`src/cnn_macros.svh`:
```
// Image filter constants
`ifndef CNN_MACROS_SVH
`define CNN_MACROS_SVH

// Image geometry
`define CNN_WIDTH       28
`define CNN_KERNEL      2
`define CNN_POOL_WIDTH  14

// Data widths
`define CNN_PIXEL_BITS  8
`define CNN_WORD_BITS   32

// Tap weight in Q6 fixed point
// Four equal taps of 16 add up to one
`define CNN_WEIGHT      16
`define CNN_Q_SHIFT     6

`endif
```
`src/cnn_pkg.sv`:
```
// Image filter types
`include "cnn_macros.svh"

package cnn_pkg;

    typedef logic [`CNN_PIXEL_BITS-1:0] pixel_t;
    typedef pixel_t [`CNN_WIDTH-1:0] pixel_row_t;
    typedef pixel_t [`CNN_POOL_WIDTH-1:0] pool_row_t;

    typedef enum logic [1:0] {
        CONV_GET_ROW,
        CONV_CALC_WAIT,
        CONV_CALC,
        CONV_HOLD_ROW
    } conv_state_t;

    typedef enum logic [1:0] {
        POOL_GET_ROW,
        POOL_CALC,
        POOL_HOLD_ROW
    } pool_state_t;

endpackage

```
`src/cnn_top.sv`:
```
// Streaming convolution and pooling filter
`timescale 1ns/1ps
`include "cnn_macros.svh"

module cnn_top (
    input  logic                      clock_i,
    input  logic                      reset_i,
    input  logic [`CNN_WORD_BITS-1:0] in_data_i,
    input  logic                      in_valid_i,
    output logic [`CNN_WORD_BITS-1:0] out_data_o,
    output logic                      out_valid_o,
    input  logic                      downstream_stall_i,
    output logic                      stall_o
);
    // Input rows
    cnn_pkg::pixel_row_t deser_row;
    logic                deser_row_valid;
    logic                deser_row_last;
    logic                deser_row_accept;

    // Convolution rows
    cnn_pkg::pixel_row_t conv_row;
    logic                conv_row_valid;
    logic                conv_row_last;
    logic                conv_row_accept;

    // Pooled rows
    cnn_pkg::pool_row_t  pool_row;
    logic                pool_row_valid;
    logic                pool_row_accept;

    row_deserializer row_deserializer_i (
        .clock_i      (clock_i),
        .reset_i      (reset_i),
        .in_data_i    (in_data_i),
        .in_valid_i   (in_valid_i),
        .row_o        (deser_row),
        .row_valid_o  (deser_row_valid),
        .row_last_o   (deser_row_last),
        .row_accept_i (deser_row_accept),
        .stall_o      (stall_o)
    );

    conv_row_control conv_row_control_i (
        .clock_i          (clock_i),
        .reset_i          (reset_i),
        .in_row_i         (deser_row),
        .in_row_valid_i   (deser_row_valid),
        .in_row_last_i    (deser_row_last),
        .in_row_accept_o  (deser_row_accept),
        .out_row_o        (conv_row),
        .out_row_valid_o  (conv_row_valid),
        .out_row_last_o   (conv_row_last),
        .out_row_accept_i (conv_row_accept)
    );

    max_pool_row max_pool_row_i (
        .clock_i          (clock_i),
        .reset_i          (reset_i),
        .in_row_i         (conv_row),
        .in_row_valid_i   (conv_row_valid),
        .in_row_last_i    (conv_row_last),
        .in_row_accept_o  (conv_row_accept),
        .out_row_o        (pool_row),
        .out_row_valid_o  (pool_row_valid),
        .out_row_accept_i (pool_row_accept)
    );

    row_serializer row_serializer_i (
        .clock_i            (clock_i),
        .reset_i            (reset_i),
        .row_i              (pool_row),
        .row_valid_i        (pool_row_valid),
        .row_accept_o       (pool_row_accept),
        .out_data_o         (out_data_o),
        .out_valid_o        (out_valid_o),
        .downstream_stall_i (downstream_stall_i)
    );

endmodule

```
`src/row_serializer.sv`:
```
// Pooled row serializer
`timescale 1ns/1ps
`include "cnn_macros.svh"

module row_serializer (
    input  logic                      clock_i,
    input  logic                      reset_i,
    input  cnn_pkg::pool_row_t        row_i,
    input  logic                      row_valid_i,
    output logic                      row_accept_o,
    output logic [`CNN_WORD_BITS-1:0] out_data_o,
    output logic                      out_valid_o,
    input  logic                      downstream_stall_i
);
    localparam int POS_BITS = $clog2(`CNN_POOL_WIDTH);

    cnn_pkg::pool_row_t  row_q;
    logic [POS_BITS-1:0] pos_q;
    logic                busy_q;

    // Only an idle serializer takes a new row
    assign row_accept_o = row_valid_i && !busy_q;

    always_ff @(posedge clock_i) begin
        if (row_accept_o) begin
            row_q <= row_i;
        end
    end

    always_ff @(posedge clock_i) begin
        if (reset_i) begin
            busy_q <= 1'b0;
            pos_q  <= '0;
        end else if (row_accept_o) begin
            busy_q <= 1'b1;
            pos_q  <= '0;
        end else if (busy_q && !downstream_stall_i) begin
            if (pos_q == POS_BITS'(`CNN_POOL_WIDTH - 1)) begin
                busy_q <= 1'b0;
            end
            pos_q <= pos_q + 1'b1;
        end
    end

    // One pixel per word in the low byte
    assign out_data_o  = {{(`CNN_WORD_BITS - `CNN_PIXEL_BITS){1'b0}}, row_q[pos_q]};
    assign out_valid_o = busy_q;

endmodule

```
`src/max_pool_row.sv`:
```
// 2x2 max pooling stage
`timescale 1ns/1ps
`include "cnn_macros.svh"

module max_pool_row (
    input  logic                clock_i,
    input  logic                reset_i,
    input  cnn_pkg::pixel_row_t in_row_i,
    input  logic                in_row_valid_i,
    input  logic                in_row_last_i,
    output logic                in_row_accept_o,
    output cnn_pkg::pool_row_t  out_row_o,
    output logic                out_row_valid_o,
    input  logic                out_row_accept_i
);
    localparam int COL_BITS = $clog2(`CNN_WIDTH);
    localparam int POS_BITS = $clog2(`CNN_POOL_WIDTH);
    localparam int ROW_BITS = $clog2(`CNN_KERNEL + 1);

    cnn_pkg::pool_state_t state_q;
    cnn_pkg::pixel_row_t  in_row_q;
    cnn_pkg::pool_row_t   acc_q;
    logic [POS_BITS-1:0]  pos_q;
    logic [ROW_BITS-1:0]  row_cnt_q;
    logic                 last_q;

    logic [COL_BITS-1:0]  col_base;
    cnn_pkg::pixel_t      pool_max;

    assign in_row_accept_o = (state_q == cnn_pkg::POOL_GET_ROW) && in_row_valid_i;
    assign out_row_valid_o = (state_q == cnn_pkg::POOL_HOLD_ROW);
    assign out_row_o       = acc_q;

    // Unsigned max of the running value and the column pair
    always_comb begin
        col_base = COL_BITS'(pos_q * `CNN_KERNEL);
        pool_max = acc_q[pos_q];
        for (int k = 0; k < `CNN_KERNEL; k++) begin
            if (in_row_q[col_base + k] > pool_max) begin
                pool_max = in_row_q[col_base + k];
            end
        end
    end

    always_ff @(posedge clock_i) begin
        if (in_row_accept_o) begin
            in_row_q <= in_row_i;
        end
    end

    always_ff @(posedge clock_i) begin
        if (reset_i) begin
            state_q   <= cnn_pkg::POOL_GET_ROW;
            acc_q     <= '0;
            pos_q     <= '0;
            row_cnt_q <= '0;
            last_q    <= 1'b0;
        end else begin
            case (state_q)
                cnn_pkg::POOL_GET_ROW: begin
                    if (in_row_valid_i) begin
                        last_q  <= in_row_last_i;
                        pos_q   <= '0;
                        state_q <= cnn_pkg::POOL_CALC;
                    end
                end
                cnn_pkg::POOL_CALC: begin
                    acc_q[pos_q] <= pool_max;
                    pos_q        <= pos_q + 1'b1;
                    if (pos_q == POS_BITS'(`CNN_POOL_WIDTH - 1)) begin
                        row_cnt_q <= row_cnt_q + 1'b1;
                        // Last convolution row is pooled on its own
                        if (row_cnt_q == ROW_BITS'(`CNN_KERNEL - 1) || last_q) begin
                            state_q <= cnn_pkg::POOL_HOLD_ROW;
                        end else begin
                            state_q <= cnn_pkg::POOL_GET_ROW;
                        end
                    end
                end
                cnn_pkg::POOL_HOLD_ROW: begin
                    if (out_row_accept_i) begin
                        acc_q     <= '0;
                        row_cnt_q <= '0;
                        state_q   <= cnn_pkg::POOL_GET_ROW;
                    end
                end
                default: begin
                    state_q <= cnn_pkg::POOL_GET_ROW;
                end
            endcase
        end
    end

endmodule

```
`src/conv_row_control.sv`:
```
// Convolution row sequencer
`timescale 1ns/1ps
`include "cnn_macros.svh"

module conv_row_control (
    input  logic                clock_i,
    input  logic                reset_i,
    input  cnn_pkg::pixel_row_t in_row_i,
    input  logic                in_row_valid_i,
    input  logic                in_row_last_i,
    output logic                in_row_accept_o,
    output cnn_pkg::pixel_row_t out_row_o,
    output logic                out_row_valid_o,
    output logic                out_row_last_o,
    input  logic                out_row_accept_i
);
    localparam int COL_BITS = $clog2(`CNN_WIDTH);

    cnn_pkg::conv_state_t state_q;
    logic [COL_BITS-1:0]  row_cnt_q;
    logic [COL_BITS-1:0]  col_q;
    logic                 last_q;
    logic                 out_valid_q;
    cnn_pkg::pixel_row_t  out_row_q;

    logic                                               shift_vert;
    logic                                               shift_horiz;
    cnn_pkg::pixel_t [`CNN_KERNEL-1:0][`CNN_KERNEL-1:0] window;
    cnn_pkg::pixel_t                                    mac_sum;

    window_buffer window_buffer_i (
        .clock_i       (clock_i),
        .row_i         (in_row_i),
        .shift_vert_i  (shift_vert),
        .shift_horiz_i (shift_horiz),
        .window_o      (window)
    );

    kernel_mac kernel_mac_i (
        .clock_i  (clock_i),
        .window_i (window),
        .sum_o    (mac_sum)
    );

    // A row is loaded the cycle it is accepted
    assign shift_vert      = (state_q == cnn_pkg::CONV_GET_ROW) && in_row_valid_i;
    assign shift_horiz     = (state_q == cnn_pkg::CONV_CALC);
    assign in_row_accept_o = shift_vert;

    // Sum of the current column is ready in the calc cycle
    always_ff @(posedge clock_i) begin
        if (state_q == cnn_pkg::CONV_CALC) begin
            out_row_q[col_q] <= mac_sum;
        end
    end

    always_ff @(posedge clock_i) begin
        if (reset_i) begin
            state_q     <= cnn_pkg::CONV_GET_ROW;
            row_cnt_q   <= '0;
            col_q       <= '0;
            last_q      <= 1'b0;
            out_valid_q <= 1'b0;
        end else begin
            case (state_q)
                cnn_pkg::CONV_GET_ROW: begin
                    if (in_row_valid_i) begin
                        last_q    <= in_row_last_i;
                        col_q     <= '0;
                        row_cnt_q <= in_row_last_i ? '0 : row_cnt_q + 1'b1;
                        // First row of an image only fills the window
                        if (row_cnt_q != '0) begin
                            state_q <= cnn_pkg::CONV_CALC_WAIT;
                        end
                    end
                end
                cnn_pkg::CONV_CALC_WAIT: begin
                    state_q <= cnn_pkg::CONV_CALC;
                end
                cnn_pkg::CONV_CALC: begin
                    col_q <= col_q + 1'b1;
                    if (col_q == COL_BITS'(`CNN_WIDTH - 1)) begin
                        out_valid_q <= 1'b1;
                        state_q     <= cnn_pkg::CONV_HOLD_ROW;
                    end else begin
                        state_q <= cnn_pkg::CONV_CALC_WAIT;
                    end
                end
                cnn_pkg::CONV_HOLD_ROW: begin
                    if (out_row_accept_i) begin
                        out_valid_q <= 1'b0;
                        state_q     <= cnn_pkg::CONV_GET_ROW;
                    end
                end
                default: begin
                    state_q <= cnn_pkg::CONV_GET_ROW;
                end
            endcase
        end
    end

    assign out_row_o       = out_row_q;
    assign out_row_valid_o = out_valid_q;
    assign out_row_last_o  = last_q;

endmodule

```
`src/kernel_mac.sv`:
```
// Fixed-point 2x2 kernel sum
`timescale 1ns/1ps
`include "cnn_macros.svh"

module kernel_mac (
    input  logic                                               clock_i,
    input  cnn_pkg::pixel_t [`CNN_KERNEL-1:0][`CNN_KERNEL-1:0] window_i,
    output cnn_pkg::pixel_t                                    sum_o
);
    localparam int PROD_BITS = `CNN_PIXEL_BITS + $clog2(`CNN_WEIGHT + 1);
    localparam int ACC_BITS  = PROD_BITS + $clog2(`CNN_KERNEL * `CNN_KERNEL);

    logic [PROD_BITS-1:0] tap_product;
    logic [ACC_BITS-1:0]  tap_sum;

    always_comb begin
        tap_sum     = '0;
        tap_product = '0;
        for (int r = 0; r < `CNN_KERNEL; r++) begin
            for (int c = 0; c < `CNN_KERNEL; c++) begin
                tap_product = PROD_BITS'(`CNN_WEIGHT) * PROD_BITS'(window_i[r][c]);
                // Each term is scaled back before the add
                tap_sum = tap_sum + ACC_BITS'(tap_product >> `CNN_Q_SHIFT);
            end
        end
    end

    // Weights sum to one so the result fits a pixel
    always_ff @(posedge clock_i) begin
        sum_o <= tap_sum[`CNN_PIXEL_BITS-1:0];
    end

endmodule

```
`src/window_buffer.sv`:
```
// Two row window buffer
`timescale 1ns/1ps
`include "cnn_macros.svh"

module window_buffer (
    input  logic                                               clock_i,
    input  cnn_pkg::pixel_row_t                                row_i,
    input  logic                                               shift_vert_i,
    input  logic                                               shift_horiz_i,
    output cnn_pkg::pixel_t [`CNN_KERNEL-1:0][`CNN_KERNEL-1:0] window_o
);
    // Row 0 is the most recent input row
    cnn_pkg::pixel_row_t rows_q [`CNN_KERNEL];

    always_ff @(posedge clock_i) begin
        if (shift_vert_i) begin
            for (int r = 1; r < `CNN_KERNEL; r++) begin
                rows_q[r] <= rows_q[r-1];
            end
            rows_q[0] <= row_i;
        end else if (shift_horiz_i) begin
            // Rotate left so column 0 wraps to the far end
            for (int r = 0; r < `CNN_KERNEL; r++) begin
                rows_q[r] <= {rows_q[r][0], rows_q[r][`CNN_WIDTH-1:1]};
            end
        end
    end

    // Window sits at columns 0 and 1 of both rows
    always_comb begin
        for (int r = 0; r < `CNN_KERNEL; r++) begin
            for (int c = 0; c < `CNN_KERNEL; c++) begin
                window_o[r][c] = rows_q[r][c];
            end
        end
    end

endmodule

```
`src/row_deserializer.sv`:
```
// Pixel stream row deserializer
`timescale 1ns/1ps
`include "cnn_macros.svh"

module row_deserializer (
    input  logic                      clock_i,
    input  logic                      reset_i,
    input  logic [`CNN_WORD_BITS-1:0] in_data_i,
    input  logic                      in_valid_i,
    output cnn_pkg::pixel_row_t       row_o,
    output logic                      row_valid_o,
    output logic                      row_last_o,
    input  logic                      row_accept_i,
    output logic                      stall_o
);
    localparam int COUNT_BITS = $clog2(`CNN_WIDTH);

    cnn_pkg::pixel_row_t   row_q;
    logic [COUNT_BITS-1:0] pix_cnt_q;
    logic [COUNT_BITS-1:0] row_cnt_q;
    logic                  valid_q;
    logic                  last_q;
    logic                  take_pixel;

    // Strobes are only taken while no finished row is waiting
    assign take_pixel = in_valid_i && !valid_q;

    always_ff @(posedge clock_i) begin
        if (take_pixel) begin
            row_q[pix_cnt_q] <= in_data_i[`CNN_PIXEL_BITS-1:0];
        end
    end

    always_ff @(posedge clock_i) begin
        if (reset_i) begin
            pix_cnt_q <= '0;
            row_cnt_q <= '0;
            valid_q   <= 1'b0;
            last_q    <= 1'b0;
        end else begin
            if (take_pixel) begin
                if (pix_cnt_q == COUNT_BITS'(`CNN_WIDTH - 1)) begin
                    pix_cnt_q <= '0;
                    valid_q   <= 1'b1;
                    last_q    <= (row_cnt_q == COUNT_BITS'(`CNN_WIDTH - 1));
                end else begin
                    pix_cnt_q <= pix_cnt_q + 1'b1;
                end
            end
            if (valid_q && row_accept_i) begin
                valid_q <= 1'b0;
                // Next image starts from row 0
                row_cnt_q <= last_q ? '0 : row_cnt_q + 1'b1;
            end
        end
    end

    assign row_o       = row_q;
    assign row_valid_o = valid_q;
    assign row_last_o  = last_q;
    assign stall_o     = valid_q;

endmodule

```
`config.mk`:
```
export PLATFORM = sky130hd
export DESIGN_NAME = cnn_top
export DESIGN_NICKNAME = d
export VERILOG_FILES = /design/src/cnn_pkg.sv /design/src/cnn_top.sv /design/src/row_serializer.sv /design/src/max_pool_row.sv /design/src/conv_row_control.sv /design/src/kernel_mac.sv /design/src/window_buffer.sv /design/src/row_deserializer.sv
export VERILOG_INCLUDE_DIRS = /design/src
export SDC_FILE = /design/constraint.sdc
export NUM_CORES = 2
export LEC_CHECK = 0
export ABC_AREA = 1
export ABC_CLOCK_PERIOD_IN_PS = 11900
export BUFFER_PORTS_ARGS = -buffer_cell sky130_fd_sc_hd__buf_2
export CAP_MARGIN = 10
export CORE_AREA = 10 10 386 388
export DETAILED_ROUTE_END_ITERATION = 10
export DIE_AREA = 0 0 396 398
export HOLD_SLACK_MARGIN = 0.08
export RECOVER_POWER = 50
export SYNTH_ARGS = -nofsm -noshare
export SYNTH_HDL_FRONTEND = slang
export SYNTH_SLANG_ARGS = --single-unit
```
`constraint.sdc`:
```
create_clock -name clock_i -period 11.9 [get_ports clock_i]
set_clock_uncertainty 0.05 [all_clocks]
set_input_delay 2.38 -clock clock_i [delete_from_list [all_inputs] [get_ports clock_i]]
set_output_delay 2.38 -clock clock_i [all_outputs]
set_load 0.01 [all_outputs]
```
==> metrics.cfg <==
[synthesis]
synth_common_cells=edfxtp_1, nand2_1, inv_1, o21ai_0, nand3_1
dominantRegCellSynth=edfxtp_1
async_reset_ff_share_pct=0
synth_enable_flop_cells=1064
synthTopCellsByArea=edfxtp_1, nand2_1, dfxtp_1
count_of_warnings_emitted_by_yosys=0
avgSynthCellArea_um2=11.7
post_synth_num_cell_types=53
synth_most_common_cell=edfxtp_1
synth_top_area_share_pct=65.3
synth.yosys.seq_area_share_pct=71.8
synth-seq-cells=1224
post_synth_inst_count=4184
synth_top_cell_by_area=edfxtp_1
netlist_area_mm2=0.0490

[route]
drt.antenna.violating_nets=0
viasPerCell=4.75
drt-total-wl_um=103000
vias=29160
initialDrtViolationCount=2407
detail_route.drc_violations=0
post_drt_wl_per_cell_um=16.8
first_pass_iters=5

[timing]
fmax_mhz=145
report.final.hold_viol_count=0
timing.final.ws_setup_ps=4990
tightestPinTransition_ps=3710
final.setup.tns_ps=0
timing.final.crit_period_ps=6910
final.period_utilization_pct=58.0
grt_setup_unrepaired=no
total_count_of_max_transition_violations_in_the_final_report=568
finalSetupViolations=0
timing.slew.headroom_pct=-147

[place]
buffer_ports.inserted=19
post-place-cells=5931
dpl_worst_slack_ps=6120
place_congestion=0.803
post-dp-hpwl_um=59100

[setup_path]
timing.critical_path.from=conv_row_control_i.state_q[1]
reg_to_reg_critical_path_startpoint=conv_row_control_i.state_q[1]
crit_path_end_kind=register
critical-path-slowest-cell=clkbuf_1
cp_cell_instances=inv_1, nor2_1, clkbuf_1, clkbuf_1, nand2_1, nor2_1
data_arrival_time_of_the_critical_path_ps=7180
timing.critical_path.from_type=register
worst-path-buf-inv=3
worst-endpoint-required_ps=12170
crit_fanout=76
critPathTopFamily=buffers and inverters
slowest_delay_ps=2280
timing_worst_setup_path_type=reg2reg

[min_path]
hold_path.startpoint=conv_row_control_i.out_row_o[46]
hp-class=reg2reg

[cts]
clock_tree.htree_level_count=3
worstSkewPairLatency_ps=720
cts.hold.buffers_added=0
clk_root_buffer_cell=clkbuf_16
clkSinkCount=1224
cts_inserted_buffers=116
clockBufferDepth=3
clk_pin_slew_worst_paths_ps=60
cts_tree=built
post_cts.repair.setup_buffers=0
cts_repair_resize_count=0

[global_routing]
gr-total-overflow=0
grt_max_degree=223
grt_util_all_layers_pct=12.8
grt_first_pass_wirelength_um=161000
grt_pass1_vias=28193
antenna_found_initial=0

[floorplanning]
pin_count=70
fp.dieArea_mm2=0.158
die-height_um=398
placeableCoreArea_mm2=0.141
die_width_um=396
initial_utilization_pct=34.7
std_cell_rows=138

[layout]
area_growth_syn_to_fin_pct=10.8
finalCoreUtilization_pct=38.5
n_fill_cell=13555
instances_no_fill=6141
fraction_of_layout_cells_with_a_size_suffix_above_1_pct=6.05
nets=4251
insertedDiodeCount=0

[power]
peakVddDrop_v=0.000114
total_leakage_power_nw=19.2
power_per_cell_area_mw_per_mm2=152

[outcome]
run_status=finished, violations left
failed_checks=capacitance limit, slew limit

[job]
cap_violations=16

through the flow:
step | cell area, um2 | power [mW] | hold slack, ps
detailed placement | 50600 | 4.74 | 355
global placement | 50600 | 4.74 | 350
CTS | 54300 | 8.34 | 350
global route | 54200 | 8.51 | 365
floorplan | 49100 | 4.73 | 350
finish | 54200 | 8.27 | 352
layout by cell type, fill, tap and decap left out, drive strengths merged:
master | netlist | final
edfxtp | 1064 | 1064
nand2 | 1058 | 1058
inv | 453 | 457
o21ai | 448 | 448
nand3 | 245 | 245
nor2 | 215 | 215
clkbuf | 116 | 166
dfxtp | 160 | 160
a21oi | 148 | 148
clkinv | 2 | 46
ha | 44 | 44
buf | 101 | 34
o22ai | 29 | 29
conb | 1 | 24
nor3 | 21 | 21
fa | 12 | 12
bufinv | 0 | 10
nand4 | 9 | 9
o211ai | 8 | 8
nor4 | 8 | 8
o221ai | 6 | 6
xor2 | 6 | 6
o21a | 4 | 4
o2111ai | 4 | 4
a211oi | 4 | 4
xnor2 | 3 | 3
a21o | 3 | 3
clkinvlp | 0 | 3
o21bai | 2 | 2
nor3b | 2 | 2
o31ai | 2 | 2
a221oi | 2 | 2
a21boi | 1 | 1
and2 | 1 | 1
and3 | 1 | 1
a41oi | 1 | 1
flip-flops by register name (all words and copies together), names as in the netlist, 4 cells and up:
| name | count |
|---|---|
| conv_row_control_i.window_buffer_i.rows_q | 336 |
| conv_row_control_i.out_row_o | 224 |
| max_pool_row_i.in_row_q | 224 |
| row_deserializer_i.row_o | 168 |
| max_pool_row_i.out_row_o | 112 |
| row_serializer_i.row_q | 112 |
| conv_row_control_i.kernel_mac_i.sum_o | 8 |
| conv_row_control_i.col_q | 5 |
| conv_row_control_i.row_cnt_q | 5 |
| row_deserializer_i.pix_cnt_q | 5 |
| row_deserializer_i.row_cnt_q | 5 |
| max_pool_row_i.pos_q | 4 |
| row_serializer_i.pos_q | 4 |
layout make-up:
class	count	area (um2)	share of cell area [%]
clock buffers	149	3080	5.67
clock inverters	61	613	1.13
inverters	455	1730	3.18
multi-input cells	2311	11000	20.2
flip-flops and latches	1224	35200	64.8
well taps	1890	2360	4.36
repair buffers	51	327	0.602
path summary, 6_finish.rpt:
check                                           to  slack, ps  depth (start not counted)
setup / recovery  conv_row_control_i.out_row_o[65]       4990                          6
setup reg to reg  conv_row_control_i.out_row_o[65]       4990                          6
hold reg to reg        max_pool_row_i.in_row_q[46]        350                          0
hold / removal         max_pool_row_i.in_row_q[46]        350                          0
where the power goes:
part / switching [mW] / internal [mW]
Clock: 1.58 / 2.04
Sequential: 0.00143 / 4.61
Combinational: 0.0326 / 0.00387
cell families (layout without fill, tap and decap cells):
| family | after synthesis | after routing | synth area share, % |
|---|---|---|---|
| buf+inv | 672 | 716 | 5.97 |
| xor+xnor | 9 | 9 | 0.161 |
| compound gates | 662 | 662 | 7.12 |
| simple gates | 1560 | 1560 | 13.3 |
| flops | 1224 | 1224 | 71.8 |
| other cells | 1 | 24 | 0.00766 |
| fa+ha+maj | 56 | 56 | 1.61 |
routing by layer:
metal	routed length, um	up-vias	track usage, %
li1	-	14133	-
met4	2840	0	3.86
met5	0	-	0
met3	5570	183	2.29
met2	50500	692	21.8
met1	44300	14152	16.5
Note: power is estimated with default switching activity, not from simulation.
